==> src/design/ac_defines.svh <==
// Accumulator unit widths and counts

`ifndef AC_DEFINES_SVH
`define AC_DEFINES_SVH

// machine word
`define AC_WORD_WIDTH 12

// step counter, wide enough for a shift of 24
`define AC_COUNT_WIDTH 5

// one iteration per multiplier bit
`define AC_MUL_STEPS 12

// shift counts at or above this saturate in one step
`define AC_SHIFT_LIMIT 24

`endif

==> src/design/ac_pkg.sv <==
// Accumulator unit types

`default_nettype none

`include "ac_defines.svh"

package ac_pkg;

    // one machine word, msb is the sign
    typedef logic [`AC_WORD_WIDTH-1:0] word_t;

    // shift count or step count
    typedef logic [`AC_COUNT_WIDTH-1:0] count_t;

    // instruction classes seen by the datapath
    typedef enum logic [3:0]
    {
        OP_NONE,   // anything not handled here
        OP_AND,    // 0xxx
        OP_TAD,    // 1xxx
        OP_DCA,    // 3xxx
        OP_GROUP1, // operate group 1
        OP_GROUP3, // mq micro-ops
        OP_MUL,    // 7405
        OP_SHL,    // 7413
        OP_LSR,    // 7417
        OP_ASR     // 7415
    } op_class_t;

endpackage

`default_nettype wire

==> src/design/instr_decode.sv <==
// Instruction class decoder

`default_nettype none

module instr_decode
(
    input wire ac_pkg::word_t instruction,
    output ac_pkg::op_class_t op_class,
    output ac_pkg::word_t micro_bits
);

    // major opcode field
    localparam logic [2:0] OPC_AND = 3'o0;
    localparam logic [2:0] OPC_TAD = 3'o1;
    localparam logic [2:0] OPC_DCA = 3'o3;
    localparam logic [2:0] OPC_OPR = 3'o7;

    // extended arithmetic codes, matched exactly
    localparam ac_pkg::word_t INSTR_MUL = 12'o7405;
    localparam ac_pkg::word_t INSTR_SHL = 12'o7413;
    localparam ac_pkg::word_t INSTR_ASR = 12'o7415;
    localparam ac_pkg::word_t INSTR_LSR = 12'o7417;

    logic [2:0] opcode;
    logic group_bit; // 0400
    logic low_bit; // 0001, marks group 3

    assign opcode = instruction[11:9];
    assign group_bit = instruction[8];
    assign low_bit = instruction[0];

    // opcode field stripped, micro-op bits left in place
    assign micro_bits = {3'b000, instruction[8:0]};

    always_comb
    begin
        op_class = ac_pkg::OP_NONE;
        case (opcode)
            OPC_AND: op_class = ac_pkg::OP_AND;
            OPC_TAD: op_class = ac_pkg::OP_TAD;
            OPC_DCA: op_class = ac_pkg::OP_DCA;
            OPC_OPR:
            begin
                if (!group_bit)
                begin
                    op_class = ac_pkg::OP_GROUP1;
                end
                else if (low_bit)
                begin
                    case (instruction)
                        INSTR_MUL: op_class = ac_pkg::OP_MUL;
                        INSTR_SHL: op_class = ac_pkg::OP_SHL;
                        INSTR_ASR: op_class = ac_pkg::OP_ASR;
                        INSTR_LSR: op_class = ac_pkg::OP_LSR;
                        default: op_class = ac_pkg::OP_GROUP3; // mq micro-ops
                    endcase
                end
                else
                begin
                    op_class = ac_pkg::OP_NONE; // group 2, not handled here
                end
            end
            default: op_class = ac_pkg::OP_NONE; // jumps, isz, iot
        endcase
    end

endmodule

`default_nettype wire

==> src/design/operate_unit.sv <==
// Single-cycle result logic

`default_nettype none

`include "ac_defines.svh"

module operate_unit
(
    input wire ac_pkg::op_class_t op_class,
    input wire ac_pkg::word_t micro_bits,
    input wire ac_pkg::word_t ac,
    input wire ac_pkg::word_t mq,
    input wire ac_pkg::word_t operand,
    input wire link,
    output ac_pkg::word_t next_ac,
    output ac_pkg::word_t next_mq,
    output logic next_link
);

    localparam int W = `AC_WORD_WIDTH;
    localparam int H = W / 2; // byte swap half

    logic [W:0] g1_lac; // link in the top bit
    logic [W:0] tad_sum;
    ac_pkg::word_t g3_base;
    ac_pkg::word_t g3_ac;
    ac_pkg::word_t g3_mq;

    // group 1, micro-ops in their fixed order
    always_comb
    begin
        g1_lac = {link, ac};
        if (micro_bits[7]) g1_lac[W-1:0] = '0; // cla
        if (micro_bits[6]) g1_lac[W] = 1'b0; // cll
        if (micro_bits[5]) g1_lac[W-1:0] = ~g1_lac[W-1:0]; // cma
        if (micro_bits[4]) g1_lac[W] = ~g1_lac[W]; // cml
        if (micro_bits[0]) g1_lac = g1_lac + 1'b1; // iac, carry flips link
        case (micro_bits[3:1])
            3'b001: g1_lac = {g1_lac[W], g1_lac[H-1:0], g1_lac[W-1:H]}; // bsw
            3'b010: g1_lac = {g1_lac[W-1:0], g1_lac[W]}; // ral
            3'b011: g1_lac = {g1_lac[W-2:0], g1_lac[W:W-1]}; // rtl
            3'b100: g1_lac = {g1_lac[0], g1_lac[W:1]}; // rar
            3'b101: g1_lac = {g1_lac[1:0], g1_lac[W:2]}; // rtr
            default: ; // no rotate
        endcase
    end

    // group 3, cla first then mqa/mql
    always_comb
    begin
        g3_base = micro_bits[7] ? '0 : ac;
        case ({micro_bits[6], micro_bits[4]})
            2'b01:
            begin
                g3_ac = '0; // mql
                g3_mq = g3_base;
            end
            2'b10:
            begin
                g3_ac = g3_base | mq; // mqa
                g3_mq = mq;
            end
            2'b11:
            begin
                g3_ac = mq; // swp
                g3_mq = g3_base;
            end
            default:
            begin
                g3_ac = g3_base;
                g3_mq = mq;
            end
        endcase
    end

    assign tad_sum = {link, ac} + {1'b0, operand}; // carry flips link

    always_comb
    begin
        next_ac = ac;
        next_mq = mq;
        next_link = link;
        case (op_class)
            ac_pkg::OP_AND: next_ac = ac & operand;
            ac_pkg::OP_TAD: {next_link, next_ac} = tad_sum;
            ac_pkg::OP_DCA: next_ac = '0; // store done elsewhere, ac cleared
            ac_pkg::OP_GROUP1: {next_link, next_ac} = g1_lac;
            ac_pkg::OP_GROUP3:
            begin
                next_ac = g3_ac;
                next_mq = g3_mq;
            end
            default: ; // eae classes and no-ops hold
        endcase
    end

endmodule

`default_nettype wire

==> src/design/eae_unit.sv <==
// Iterative multiply and shift engine

`default_nettype none

`include "ac_defines.svh"

module eae_unit
(
    input wire clk,
    input wire reset,
    input wire eae_start,
    input wire ac_pkg::op_class_t op_class,
    input wire ac_pkg::word_t ac,
    input wire ac_pkg::word_t mq,
    input wire ac_pkg::word_t operand,
    input wire link,
    output ac_pkg::word_t eae_ac,
    output ac_pkg::word_t eae_mq,
    output logic eae_link,
    output logic eae_done
);

    localparam int W = `AC_WORD_WIDTH;

    ac_pkg::op_class_t op_q; // class latched at load
    ac_pkg::word_t md_q; // multiplicand
    ac_pkg::word_t w_ac;
    ac_pkg::word_t w_mq;
    logic w_link;
    ac_pkg::count_t count; // steps left
    logic running;

    ac_pkg::count_t shift_n;
    ac_pkg::count_t load_count;
    logic saturate;
    logic sign;
    logic [W:0] mul_sum;

    assign shift_n = operand[`AC_COUNT_WIDTH-1:0];
    assign saturate = shift_n >= ac_pkg::count_t'(`AC_SHIFT_LIMIT);
    assign sign = ac[W-1];
    assign mul_sum = {1'b0, w_ac} + {1'b0, md_q};

    // a saturated load needs one step, shifting it again changes nothing
    always_comb
    begin
        if (op_class == ac_pkg::OP_MUL)
            load_count = ac_pkg::count_t'(`AC_MUL_STEPS);
        else if (saturate)
            load_count = ac_pkg::count_t'(1);
        else
            load_count = shift_n + ac_pkg::count_t'(1); // n+1 places
    end

    always_ff @(posedge clk)
    begin
        if (reset)
        begin
            running <= 1'b0;
            count <= '0;
            eae_done <= 1'b0;
        end
        else
        begin
            eae_done <= 1'b0;
            if (eae_start)
            begin
                running <= 1'b1;
                count <= load_count;
            end
            else if (running)
            begin
                count <= count - ac_pkg::count_t'(1);
                if (count == ac_pkg::count_t'(1))
                begin
                    running <= 1'b0; // last step
                    eae_done <= 1'b1;
                end
            end
        end
    end

    always_ff @(posedge clk)
    begin
        if (eae_start)
        begin
            op_q <= op_class;
            md_q <= operand;
            case (op_class)
                ac_pkg::OP_MUL: {w_link, w_ac, w_mq} <= {1'b0, ac, mq};
                ac_pkg::OP_SHL: {w_link, w_ac, w_mq} <= saturate ? '0 : {link, ac, mq};
                ac_pkg::OP_LSR: {w_link, w_ac, w_mq} <= saturate ? '0 : {1'b0, ac, mq};
                ac_pkg::OP_ASR:
                begin
                    w_link <= sign; // link takes the sign
                    w_ac <= saturate ? {W{sign}} : ac;
                    w_mq <= saturate ? {W{sign}} : mq;
                end
                default: {w_link, w_ac, w_mq} <= {link, ac, mq};
            endcase
        end
        else if (running)
        begin
            case (op_q)
                ac_pkg::OP_MUL:
                begin
                    if (w_mq[0])
                        {w_ac, w_mq} <= {mul_sum, w_mq[W-1:1]}; // add then shift
                    else
                        {w_ac, w_mq} <= {1'b0, w_ac, w_mq[W-1:1]};
                end
                ac_pkg::OP_SHL: {w_link, w_ac, w_mq} <= {w_ac, w_mq, 1'b0};
                ac_pkg::OP_LSR,
                ac_pkg::OP_ASR: {w_ac, w_mq} <= {w_link, w_ac, w_mq[W-1:1]}; // link is fill
                default: ;
            endcase
        end
    end

    assign eae_ac = w_ac;
    assign eae_mq = w_mq;
    assign eae_link = w_link;

endmodule

`default_nettype wire

==> src/design/ac_control.sv <==
// Register and sequence control

`default_nettype none

module ac_control
(
    input wire clk,
    input wire reset,
    input wire start,
    input wire ac_pkg::op_class_t op_class,
    input wire ac_pkg::word_t next_ac,
    input wire ac_pkg::word_t next_mq,
    input wire ac_pkg::word_t eae_ac,
    input wire ac_pkg::word_t eae_mq,
    input wire next_link,
    input wire eae_link,
    input wire eae_done,
    output ac_pkg::word_t ac,
    output ac_pkg::word_t mq,
    output logic link,
    output logic busy,
    output logic done,
    output logic eae_start
);

    typedef enum logic {ST_IDLE, ST_ITER} state_t;

    state_t state;
    logic is_eae; // needs the iterative engine

    assign is_eae = (op_class == ac_pkg::OP_MUL) ||
                    (op_class == ac_pkg::OP_SHL) ||
                    (op_class == ac_pkg::OP_LSR) ||
                    (op_class == ac_pkg::OP_ASR);

    assign busy = (state == ST_ITER);
    assign eae_start = start && (state == ST_IDLE) && is_eae; // engine loads this edge

    always_ff @(posedge clk)
    begin
        if (reset)
        begin
            state <= ST_IDLE;
            ac <= '0;
            mq <= '0;
            link <= 1'b0;
            done <= 1'b0;
        end
        else
        begin
            done <= 1'b0;
            case (state)
                ST_IDLE:
                begin
                    if (start && is_eae)
                    begin
                        state <= ST_ITER; // busy from next cycle
                    end
                    else if (start)
                    begin
                        ac <= next_ac; // single-cycle commit
                        mq <= next_mq;
                        link <= next_link;
                        done <= 1'b1;
                    end
                end
                ST_ITER:
                begin
                    if (eae_done) // start ignored in here
                    begin
                        ac <= eae_ac;
                        mq <= eae_mq;
                        link <= eae_link;
                        done <= 1'b1;
                        state <= ST_IDLE;
                    end
                end
            endcase
        end
    end

endmodule

`default_nettype wire

==> src/design/ac_top.sv <==
// Accumulator unit top level

`default_nettype none

module ac_top
(
    input wire clk,
    input wire reset,
    input wire start,
    input wire ac_pkg::word_t instruction,
    input wire ac_pkg::word_t operand, // memory data, shift count in low bits
    output wire ac_pkg::word_t ac,
    output wire ac_pkg::word_t mq,
    output wire link,
    output wire busy,
    output wire done
);

    wire ac_pkg::op_class_t op_class;
    wire ac_pkg::word_t micro_bits;
    wire ac_pkg::word_t next_ac;
    wire ac_pkg::word_t next_mq;
    wire next_link;
    wire ac_pkg::word_t eae_ac;
    wire ac_pkg::word_t eae_mq;
    wire eae_link;
    wire eae_done;
    wire eae_start;

    instr_decode u_decode
    (
        .instruction (instruction),
        .op_class    (op_class),
        .micro_bits  (micro_bits)
    );

    operate_unit u_operate
    (
        .op_class   (op_class),
        .micro_bits (micro_bits),
        .ac         (ac),
        .mq         (mq),
        .operand    (operand),
        .link       (link),
        .next_ac    (next_ac),
        .next_mq    (next_mq),
        .next_link  (next_link)
    );

    eae_unit u_eae
    (
        .clk       (clk),
        .reset     (reset),
        .eae_start (eae_start),
        .op_class  (op_class),
        .ac        (ac),
        .mq        (mq),
        .operand   (operand),
        .link      (link),
        .eae_ac    (eae_ac),
        .eae_mq    (eae_mq),
        .eae_link  (eae_link),
        .eae_done  (eae_done)
    );

    ac_control u_control
    (
        .clk       (clk),
        .reset     (reset),
        .start     (start),
        .op_class  (op_class),
        .next_ac   (next_ac),
        .next_mq   (next_mq),
        .eae_ac    (eae_ac),
        .eae_mq    (eae_mq),
        .next_link (next_link),
        .eae_link  (eae_link),
        .eae_done  (eae_done),
        .ac        (ac),
        .mq        (mq),
        .link      (link),
        .busy      (busy),
        .done      (done),
        .eae_start (eae_start)
    );

endmodule

`default_nettype wire

==> config.mk <==
export PLATFORM = sky130hd
export DESIGN_NAME = ac_top
export DESIGN_NICKNAME = d
export VERILOG_FILES = /design/src/design/ac_pkg.sv /design/src/design/instr_decode.sv /design/src/design/operate_unit.sv /design/src/design/eae_unit.sv /design/src/design/ac_control.sv /design/src/design/ac_top.sv
export VERILOG_INCLUDE_DIRS = /design/src /design/src/design
export SDC_FILE = /design/constraint.sdc
export NUM_CORES = 1
export LEC_CHECK = 0
export BUFFER_PORTS_ARGS = -buffer_cell sky130_fd_sc_hd__buf_4
export CORE_MARGIN = 1
export CORE_UTILIZATION = 30
export DETAILED_ROUTE_END_ITERATION = 6
export HOLD_SLACK_MARGIN = 0.08
export PLACE_DENSITY = 0.5
export SLEW_MARGIN = 10
export SYNTH_ARGS = -nofsm -noshare
export SYNTH_HDL_FRONTEND = slang
export SYNTH_SLANG_ARGS = --single-unit
==> constraint.sdc <==
create_clock -name clk -period 3.55 [get_ports clk]
set_input_delay 1.065 -clock clk [delete_from_list [all_inputs] [get_ports clk]]
set_output_delay 1.065 -clock clk [all_outputs]
set_load 0.005 [all_outputs]
# [After elaboration in Yosys (flattened, before gate mapping)]
# Cells that the tools add are included.
[totals] out_inout_bits=27 in_bits=27 register_bits=75 wordCells=139
[op_classes] magnitude_cmp=1 n_reduce_logical=18 n_mux=60 bitwise_logic=6 n_addsub=5 n_eq_ne=36
[op_table] cell="two-way mux 12 bit" count=17
[op_table] cell="case mux 12 bit (3 select lines)" count=5
[op_table] cell="case mux 13 bit (5 select lines)" count=1
[op_table] cell="case mux 12 bit (5 select lines)" count=1
[op_table] cell="equality test 12 bit, second input constant" count=4
[op_table] cell="case mux 12 bit (2 select lines)" count=2
[op_table] cell="case mux 4 bit (4 select lines)" count=2
[op_table] cell="two-way mux 25 bit" count=1
[op_table] cell="equality test 4 x 3 -> 1 bit, second input constant" count=6
[op_table] cell="two-way mux 24 bit" count=1
[op_table] cell="two-way mux 5 bit" count=4
[op_table] cell="two-way mux 1 bit" count=17
[op_table] cell="equality test 4 bit, second input constant" count=4
[op_table] cell="adder 12 x 12 -> 13 bit" count=1
[op_table] cell="adder 13 x 1 -> 13 bit, second input constant" count=1
[op_table] cell="adder 13 x 12 -> 13 bit" count=1
[op_table] cell="two-way mux 13 bit" count=1
[op_table] cell="bitwise AND 12 bit" count=1
[op_table] cell="inverter 12 bit" count=1
[op_table] cell="OR 12 bit" count=1
[op_table] cell="two-way mux 11 bit" count=1
[op_table] cell="inequality test 2 bit, second input constant" count=5
[op_table] cell="equality test 3 x 2 -> 1 bit, second input constant" count=3
[op_table] cell="equality test 3 bit, second input constant" count=3
[op_table] cell="other kinds (25)" count=42

# [Depth between registers and ports, before layout]
# Gate-level depths: netlist (run 1).
[logic_depth] depth_word=12 mapped_depth=12 mapped_depth_nobuf=11

# [Hierarchy]
# From an unflattened synthesis (run 1), not the netlist that was laid out.
[unflattened] cells_unflattened=898 hier_area_um2=7546.0
[by_module_without_submodules] module="eae_unit" cells_each=299 n_inst=1 seq_area_each_um2=1371.3 area_each_um2=3148.0
[by_module_without_submodules] module="operate_unit" cells_each=414 n_inst=1 seq_area_each_um2=0.0 area_each_um2=2630.0
[by_module_without_submodules] module="ac_control" cells_each=155 n_inst=1 seq_area_each_um2=540.5 area_each_um2=1555.2
[by_module_without_submodules] module="instr_decode" cells_each=30 n_inst=1 seq_area_each_um2=0.0 area_each_um2=212.7

# [Worst setup path after synthesis (run 1)]
# No wires, ideal clock.
[synth_timing] kind="input -> register" startpoint="input port instruction[5]" endpoint="register u_control.ac[9]" t_arrival_ps=3609 path_buffers=2 required_time_ps=3479 stages=12 setup_time_ps=71 path_slack_ps=-130 path_cell_list="buf_2 buf_2 xnor2_1 ha_1 nand2_1 o32a_4 o21a_1 or4_1 and2_4 a221o_1 a211oi_2 o2bb2ai_1"
[synth_via] elab_chain_cells=12 elab_cells_between_ends=32 classes_between="1 x add/sub; 15 x eq/ne; 11 x mux; 5 x reduce/logical"
[synth_lines] element="start, declared" line_no="ac_top.sv:10" source="input wire ac_pkg::word_t instruction,"
[synth_lines] element="branches (longest 12 deep; another with adder 13 x 1 -> 13 bit)"
[synth_lines] element="end signal, assigned" line_no="ac_control.sv:61" source="ac <= next_ac;"
[synth_lines] element="end, declared" line_no="ac_control.sv:18" source="output ac_pkg::word_t ac,"
# Several ways; the timed one is not identified. The select of a mux whose other input is x is not followed.
# A chain may end at the register's enable or synchronous reset.

# [Worst setup path after layout (run 1)]
[layout_timing] startpoint="input port operand[0]" endpoint="register u_control.link"
[layout_via] elab_chain_cells=5
[layout_lines] element="start, declared" line_no="ac_top.sv:11" source="input wire ac_pkg::word_t operand,"
[layout_lines] element="adder 13 x 12 -> 13 bit" line_no="operate_unit.sv:76" source="assign tad_sum = {link, ac} + {1'b0, operand};"
[layout_lines] element="case mux 1 bit (2 select lines)" line_no="operate_unit.sv:83" source="case (op_class)"
[layout_lines] element="two-way mux 1 bit" line_no="ac_control.sv:59" source="else if (start)"
[layout_lines] element="two-way mux 1 bit" line_no="ac_control.sv:55" source="if (start && is_eae)"
[layout_lines] element="case mux 1 bit (2 select lines)" line_no="ac_control.sv:52" source="case (state)"
[layout_lines] element="end signal, assigned" line_no="ac_control.sv:63" source="link <= next_link;"
[layout_lines] element="end signal, assigned" line_no="ac_control.sv:73" source="link <= eae_link;"
[layout_lines] element="end, declared" line_no="ac_control.sv:20" source="output logic link,"
# No other way between the ends. The select of a mux whose other input is x is not followed.

==> impl_metrics.ini, run 1 <==
[run_status]
status = complete, but fails checks
failed_checks = DRC

[global_route]
grtUsageTotal_pct = 22.8
grt_start_max_net_pins = 35
grt_pass1_wl_mm = 41.0
overflow = 0
grt_pass1_vias = 6936
antenna_found_initial = 0

[detailed_routing]
drtIter0Drc = 533
postRouteAntennaNets = 0
via_per_inst = 5.84
first_pass_iters = 7
num_vias = 7224
wirelength_mm = 26.4
drc = 6
drt-wirelength-per-cell_um = 21.3

[timing]
min_period_over_period_pct = 93.5
tightest_slew_ns = 0.859
drv_slew = 0
fin_crit_ns = 3.32
setup-tns-final_ns = 0
setup_viol = 0
finalHoldViolations = 0
rsz0062_at_grt = no
fin_ws_ns = 0.231
clock.fmax_ghz = 0.301
hold-worst-slack_ns = 0.538
clock_skew_ns = 0.0111
max_slew_margin_pct = 42.6

[layout]
antenna_cells = 0
nNetsFinal = 1010
final_cell_mix = buf_4 (131), nor2_1 (88), a21oi_1 (85)
drive_above_1_share_pct = 19.9
instances_no_fill = 1238
final_util_pct = 37.9
layout_commonest_cell = buf_4
syn_to_final_growth_pct = 23.1

[critical_path]
r2r_cells = 11
critPathTopFamily = compound AO/OA/AOI/OAI gates
rr_startpoint = u_eae.eae_ac[0]$_DFFE_PP_
critPathRequiredTime_ns = 3.77
end_kind = flip-flop
critPathSlowestCell = fa_1
path_class = input port to flip-flop
rrSetupSlack_ns = 0.43
slowest_delay_ns = 0.41
critPathLaunchType = input port
cp_max_fo = 2
cp.buffers_inverters = 2
reg2reg_to = u_eae.eae_ac[11]$_DFFE_PP_
cp_cell_sequence = buf_4, ha_1, fa_1, a21o_1, a41oi_1, buf_4, nand3_1, a41oi_1, o21ai_0, a21o_1, a211oi_1, o32ai_1
cp_data_arrival_time_ns = 3.54

[synthesis]
synth_async_sr_flop_share_pct = 0
ys_warn_count = 0
ys_seq_area_share_pct = 28.2
synthDistinctLibCells = 80
yosysTopAreaCell = edfxtp_1
synth_top_flop_cell = edfxtp_1
netlist_instances = 863
ys_ff_latch = 75
synth_top_area_share_pct = 18.2
synth_edf_count = 41
synth_nets = 920
syn_area_um2 = 6780
synthTopCellsByArea = edfxtp_1 (18%), dfxtp_1 (10%), a21oi_1 (6.3%), ha_1 (5.2%), o21ai_0 (5.2%)
syn_area_per_cell_um2 = 7.86

[clock_tree]
clk_pin_slew_ns = 0.07
postCtsSetupRepairBufs = 0
clock_path_buffers = 2
h-tree-depth = 3
cts-root-buf = clkbuf_16
ctsHoldBuffers = 0
cts_sinks = 75
ctsResizeCount = 0
clock_latency_ns = 0.35
numCtsBuffers = 9
cts_tree = done

[power]
ir_drop_v = 0.000274
power.density_nw_per_um2 = 291
p_leak_nw = 3.22

[min_path]
hold_class = flip-flop to flip-flop
min_to = u_eae.running$_SDFF_PP0_
hp-start = u_eae.running$_SDFF_PP0_
hold_depth = 2

[die]
die-area_um2 = 23200
start_util_pct = 30.8
io_pins = 54
die_h_um = 152
coreArea_um2 = 22000
die_w_um = 152
placementRows = 54

[placement]
gp_congestion = 0.916
dp.cells = 1222
io_buffers = 53
hpwl_mm = 20.4
dp_slack_ns = -0.101

[job]
drv_cap = 0
cell type report:
type                       instances  area (um2)
inverter                          27         101
sequential                        75        1910
tap                              280         350
timing repair buffer             137        1100
multi-input combinational        703        4570
clock inverter                     4        46.3
fill                            2324       13700
clock buffer                      12         268
worst min-delay path: stages, from the launching register on:
cell and delay [ns]:
dfxtp_1 0.36, nand2_1 0.08, a21oi_1 0.06
metal layers:
layer | share of wire [%] | wire [um] | up-vias | GRT usage [%]
met5 | 0 | 0 | - | 0
met4 | 3.8 | 1000 | 0 | 10.3
met3 | 5.3 | 1410 | 57 | 2.59
met2 | 45 | 11900 | 274 | 36.7
met1 | 46 | 12000 | 3431 | 30.8
li1 | - | - | 3462 | -
synthesized netlist by cell type (all sizes together), types with 18 or more instances:
cell type   n
a21oi      85
nand3      27
dfxtp      34
xnor2      28
clkbuf     43
ha         28
o21ai      74
nand2      83
mux2i      18
edfxtp     41
a211oi     30
nor3       19
inv        27
nor2       89
o211ai     20
sequential cells by signal, summed over array words and instances, names as in the netlist:
signal and flops:
u_control.ac 12, u_control.busy 1, u_control.done 1, u_control.link 1, u_control.mq 12, u_eae.count 5, u_eae.eae_ac 12, u_eae.eae_done 1
u_eae.eae_link 1, u_eae.eae_mq 12, u_eae.md_q 12, u_eae.op_q 4, u_eae.running 1
kinds of logic after synthesis:
kind of cell,Yosys count,synth area share (%)
AND/OR/NAND/NOR,288,20.2
XOR/XNOR,37,4.78
multiplexers,20,2.99
adder cells (fa/ha/maj),30,5.76
AO/OA/AOI/OAI,328,33.0
buffers and inverters,85,5.07
flip-flops,75,28.2
worst max path at each step:
stage	from	endpoint	slack [ns]	cells after the start
after CTS	operand[0]	u_control.link$_SDFFE_PP0P_	0.26	12
after detailed placement	operand[0]	u_control.link$_SDFFE_PP0P_	-0.10	12
after global placement	instruction[7]	u_control.ac[10]$_SDFFE_PP0P_	-0.07	10
after floorplan	instruction[7]	u_control.ac[9]$_SDFFE_PP0P_	-0.003	12
final	operand[0]	u_control.link$_SDFFE_PP0P_	0.23	12
after global routing	operand[0]	u_control.link$_SDFFE_PP0P_	0.09	12
power by group:
part           internal [mW]  switching (mW)  total, mW
clock network          0.605           0.372      0.977
logic                  0.217           0.294      0.511
registers              0.916          0.0287      0.945
total                   1.74           0.695       2.43
stage by stage:
| stage | total power, mW | instance area [um2] |
|---|---|---|
| floorplan | 1.24 | 6820 |
| global placement | 1.47 | 8030 |
| detailed placement | 1.46 | 8030 |
| CTS | 2.44 | 8350 |
| global route | 2.53 | 8350 |
| finish | 2.43 | 8350 |
Power figures use the tool's default switching activity.
==> run 2: changes to the inputs <==
--- a/config.mk
+++ b/config.mk
@@ -12,6 +12,7 @@
 export DETAILED_ROUTE_END_ITERATION = 6
 export HOLD_SLACK_MARGIN = 0.08
 export PLACE_DENSITY = 0.5
+export REMOVE_ABC_BUFFERS = 1
 export SLEW_MARGIN = 10
 export SYNTH_ARGS = -nofsm -noshare
 export SYNTH_HDL_FRONTEND = slang
==> impl_metrics.ini, run 2 (synthesized netlist as in run 1, its figures left out) <==
[timing]
tightest_slew_ns = 0.831
fin_crit_ns = 3.36
setup-tns-final_ns = 0
rsz0062_at_grt = no
clock_skew_ns = 0.00838
finalHoldViolations = 0
drv_slew = 0
clock.fmax_ghz = 0.297
setup_viol = 0
min_period_over_period_pct = 94.7
max_slew_margin_pct = 44.4

[layout]
instances_no_fill = 1252
nNetsFinal = 1024
fin_area_um2 = 8410
drive_above_1_share_pct = 20.8
syn_to_final_growth_pct = 24.1
antenna_cells = 0
fillerInstances = 2314
layout_commonest_cell = buf_4
final_cell_mix = buf_4 (145), nor2_1 (88), a21oi_1 (85)

[detailed_routing]
wirelength_mm = 26.7
drt-wirelength-per-cell_um = 21.3
drc = 3
first_pass_iters = 7
postRouteAntennaNets = 0
drtIter0Drc = 631
via_per_inst = 5.84
num_vias = 7308

[power]
p_clk_share_pct = 39.7
p_leak_nw = 3.26
switching_share_pct = 31.5
p_seq_share_pct = 38.5
p_comb_share_pct = 21.8
total_power_mw = 2.44
p_int_mw = 1.67
power.density_nw_per_um2 = 290
power.switching_mw = 0.767
ir_drop_v = 0.000242

[global_route]
overflow = 0
grt_start_max_net_pins = 35
antenna_found_initial = 0
grt_pass1_wl_mm = 41.2
grtUsageTotal_pct = 23.1
grt_pass1_vias = 6845

[clock_tree]
cts_sinks = 75
ctsHoldBuffers = 0
h-tree-depth = 3
cts-root-buf = clkbuf_16
clock_latency_ns = 0.36
numCtsBuffers = 9
clock_path_buffers = 2
cts_tree = done
clk_pin_slew_ns = 0.06

[min_path]
hold_class = flip-flop to flip-flop

[placement]
dp.cells = 1236
io_buffers = 53
place_area_um2 = 8110
gp_congestion = 0.913
hpwl_mm = 20.8

[critical_path]
critPathRequiredTime_ns = 3.84
cp_max_fo = 5
path_class = input port to flip-flop
end_kind = flip-flop
slowest_delay_ns = 0.43
cp_cell_sequence = buf_4, nand2b_1, xnor2_1, ha_1, nand2_1, o32a_4, o21a_1, or4_1, and2_4, a221o_1, a211oi_2, o2bb2ai_1
cp_data_arrival_time_ns = 3.65
critPathSlowestCell = or4_1
critPathLaunchType = input port

[die]
die-area_um2 = 23200
die_h_um = 152
start_util_pct = 30.8
die_w_um = 152
io_pins = 54
placementRows = 54
coreArea_um2 = 22000

[run_status]
failed_checks = DRC
status = complete, but fails checks

[job]
drv_cap = 0
[run 2: changes by cell type in the layout (fill, tap and decap cells not counted), moves of 2 or more]
cell,previous run,this run
nand2b_1,13,15
inv_6,0,5
xnor2_1,26,28
xnor2_2,2,0
clkinv_2,2,0
nand2b_4,2,0
buf_4,131,145
[run 2: worst max-delay path: cells and delay by family]
| family | cells | cell delay, ns |
|---|---|---|
| and+or+nand+nor | 4 | 0.85 |
| adders and majority gates | 1 | 0.22 |
| xor gates and xnor gates | 1 | 0.23 |
| AOI/OAI and AO/OA | 5 | 1.17 |
| buffers and inverters | 1 | 0.12 |
[run 2: power by group through the flow]
stage / logic (mW) / clock network [mW] / registers [mW]
2_1_floorplan: 0.258 / 0 / 0.951
3_3_place_gp: 0.521 / 0 / 0.959
3_5_place_dp: 0.519 / 0 / 0.959
4_1_cts: 0.523 / 0.981 / 0.939
5_1_grt: 0.573 / 1.01 / 0.940
6_report: 0.531 / 0.968 / 0.940
[run 2: path summary, 6_finish.rpt]
check	startpoint	endpoint	slack (ns)	cells after the start
worst max-delay path	instruction[7]	u_control.ac[9]$_SDFFE_PP0P_	0.19	12
worst min-delay path	u_eae.running$_SDFF_PP0_	u_eae.running$_SDFF_PP0_	0.54	2
worst max register to register	u_eae.eae_ac[0]$_DFFE_PP_	u_eae.eae_ac[7]$_DFFE_PP_	0.43	11
worst min register to register	u_eae.running$_SDFF_PP0_	u_eae.running$_SDFF_PP0_	0.54	2
[run 2: timing repair]
item | CTS | global route
setup buffers | 0 | 0
resized for setup | 0 | 1
endpoints found under the setup margin | 0 | 1
[run 2: area by class of cell]
class                   instances  area [um2]  area share, %
clock buffers                  10         250           2.97
clock inverters                 6        51.3          0.610
inverters                      27         101           1.20
multi-input cells             703        4540           54.0
flip-flops and latches         75        1910           22.7
well taps                     280         350           4.16
repair buffers                151        1210           14.4
[run 2: through the flow]
step	utilization [%]	worst slack (ns)	hold WS [ns]
after global placement	36.8	-0.0981	0.536
after floorplan	-	-0.347	0.492
after global routing	38.2	0.0502	0.595
after CTS	38.2	0.199	0.549
final	38.2	0.187	0.543
after detailed placement	36.8	-0.165	0.539
[run 2: routing by layer]
layer	GRT usage [%]	vias to the layer above	wire (um)	part of all wire (%)
met5	0	-	0	0
met4	8.79	0	728	2.7
met3	2.50	42	1370	5.1
met2	36.8	242	12200	46
met1	32.1	3531	12400	46
li1	-	3493	-	-
==> run 3: changes to the inputs <==
--- a/config.mk
+++ b/config.mk
@@ -7,11 +7,11 @@
 export NUM_CORES = 1
 export LEC_CHECK = 0
 export BUFFER_PORTS_ARGS = -buffer_cell sky130_fd_sc_hd__buf_4
-export CORE_MARGIN = 1
-export CORE_UTILIZATION = 30
+export CORE_MARGIN = 5
+export CORE_UTILIZATION = 56
 export DETAILED_ROUTE_END_ITERATION = 6
 export HOLD_SLACK_MARGIN = 0.08
-export PLACE_DENSITY = 0.5
+export PLACE_DENSITY = 0.81
 export REMOVE_ABC_BUFFERS = 1
 export SLEW_MARGIN = 10
 export SYNTH_ARGS = -nofsm -noshare
==> impl_metrics.ini, run 3 (synthesized netlist as in run 1, its figures left out) <==
[placement]
io_buffers = 53
dp_slack_ns = -0.206
dp.cells = 1102
place_area_um2 = 7950
hpwl_mm = 20.4
gp_congestion = 1.08

[die]
io_pins = 54
placementRows = 40
die_h_um = 120
coreArea_um2 = 12000
die_w_um = 120
start_util_pct = 56.7
die-area_um2 = 14400

[layout]
final_util_pct = 69.5
fin_area_um2 = 8310
drive_above_1_share_pct = 21.0
antenna_cells = 0
final_cell_mix = buf_4 (143), nor2_1 (88), a21oi_1 (85)
syn_to_final_growth_pct = 22.6
nNetsFinal = 1023
fillerInstances = 1032
instances_no_fill = 1118
layout_commonest_cell = buf_4

[clock_tree]
clock_latency_ns = 0.35
ctsHoldBuffers = 0
h-tree-depth = 3
cts-root-buf = clkbuf_16
numCtsBuffers = 9
cts_tree = done
cts_sinks = 75
clk_pin_slew_ns = 0.06
clock_path_buffers = 2
ctsResizeCount = 0
postCtsSetupRepairBufs = 0

[critical_path]
crit_path_frequent_cell = buf_4
rrSetupSlack_ns = 0.38
critPathRequiredTime_ns = 3.84
end_kind = flip-flop
cp_cell_sequence = buf_4, nand2b_1, xnor2_2, ha_1, buf_4, and2_1, a311oi_1, a311oi_1, buf_4, buf_4, a311oi_1, o311ai_0, a21oi_1, o221a_1
cp_data_arrival_time_ns = 3.74
cp_max_fo = 5
path_class = input port to flip-flop
critPathSlowestCell = a311oi_1
slowest_delay_ns = 0.29
critPathLaunchType = input port

[run_status]
failed_checks = DRC
status = complete, but fails checks

[power]
p_leak_nw = 3.29
total_power_mw = 2.53
power.density_nw_per_um2 = 304
ir_drop_v = 0.000215

[timing]
max_slew_margin_pct = 42.9
drv_slew = 0
finalHoldViolations = 0
setup_viol = 0
clock.fmax_ghz = 0.290
min_period_over_period_pct = 97.0
tightest_slew_ns = 0.854
fin_crit_ns = 3.44
clock_skew_ns = 0.00847
fin_ws_ns = 0.107

[global_route]
antenna_found_initial = 0
grt_pass1_vias = 6964
overflow = 0
grt_start_max_net_pins = 42
grt_pass1_wl_mm = 39.8
grtUsageTotal_pct = 35.9

[detailed_routing]
num_vias = 7663
postRouteAntennaNets = 0
wirelength_mm = 26.1
drc = 11
first_pass_iters = 7
drtIter0Drc = 1308
via_per_inst = 6.85
drt-wirelength-per-cell_um = 23.3

[min_path]
hold_class = flip-flop to flip-flop

[job]
drv_cap = 0
-- run 3: changes by cell type in the layout (fill, tap and decap cells not counted), moves of 2 or more --
cell	previous run	this run
buf_4	145	143
xnor2_1	28	26
inv_6	5	1
xnor2_2	0	2
bufinv_16	0	2
-- run 3: through the flow --
step,TNS (ns),hold slack (ns)
3_3_place_gp,-0.496,0.523
3_5_place_dp,-1.26,0.530
5_1_grt,-0.0786,0.586
2_1_floorplan,-11.53,0.492
6_report,0,0.544
4_1_cts,0,0.540
-- run 3: worst paths after layout --
check	cells after the start	to	startpoint
max	14	u_control.ac[6]$_SDFFE_PP0P_	instruction[7]
min	2	u_eae.running$_SDFF_PP0_	u_eae.running$_SDFF_PP0_
max reg2reg	13	u_control.ac[6]$_SDFFE_PP0P_	u_control.ac[1]$_SDFFE_PP0P_
min reg2reg	2	u_eae.running$_SDFF_PP0_	u_eae.running$_SDFF_PP0_
-- run 3: critical path, delay by kind of cell --
family / cells / cell delay [ns]
xor+xnor: 1 / 0.18
fa+ha+maj: 1 / 0.22
simple gates: 2 / 0.39
compound gates: 6 / 1.29
buf+inv: 4 / 0.58
-- run 3: layout make-up --
| type | count | area (um2) | area share, % |
|---|---|---|---|
| clock buffers | 11 | 254 | 3.05 |
| multi-input cells | 703 | 4570 | 54.9 |
| well taps | 147 | 184 | 2.21 |
| flip-flops and latches | 75 | 1910 | 23.0 |
| clock inverters | 5 | 82.6 | 0.993 |
| repair buffers | 150 | 1210 | 14.6 |
| inverters | 27 | 101 | 1.22 |
-- run 3: power breakdown --
| part | internal [mW] | leakage, nW | switching [mW] |
|---|---|---|---|
| Combinational | 0.230 | 2.48 | 0.308 |
| Clock | 0.661 | 0.165 | 0.390 |
| Sequential | 0.916 | 0.648 | 0.0234 |
-- run 3: per-layer routing --
layer / vias up / global-route usage, % / routed length, um
met3: 94 / 8.86 / 2860
li1: 3471 / - / -
met1: 3602 / 50.5 / 10800
met5: - / 0 / 0
met2: 496 / 51.4 / 11000
met4: 0 / 17.1 / 1460
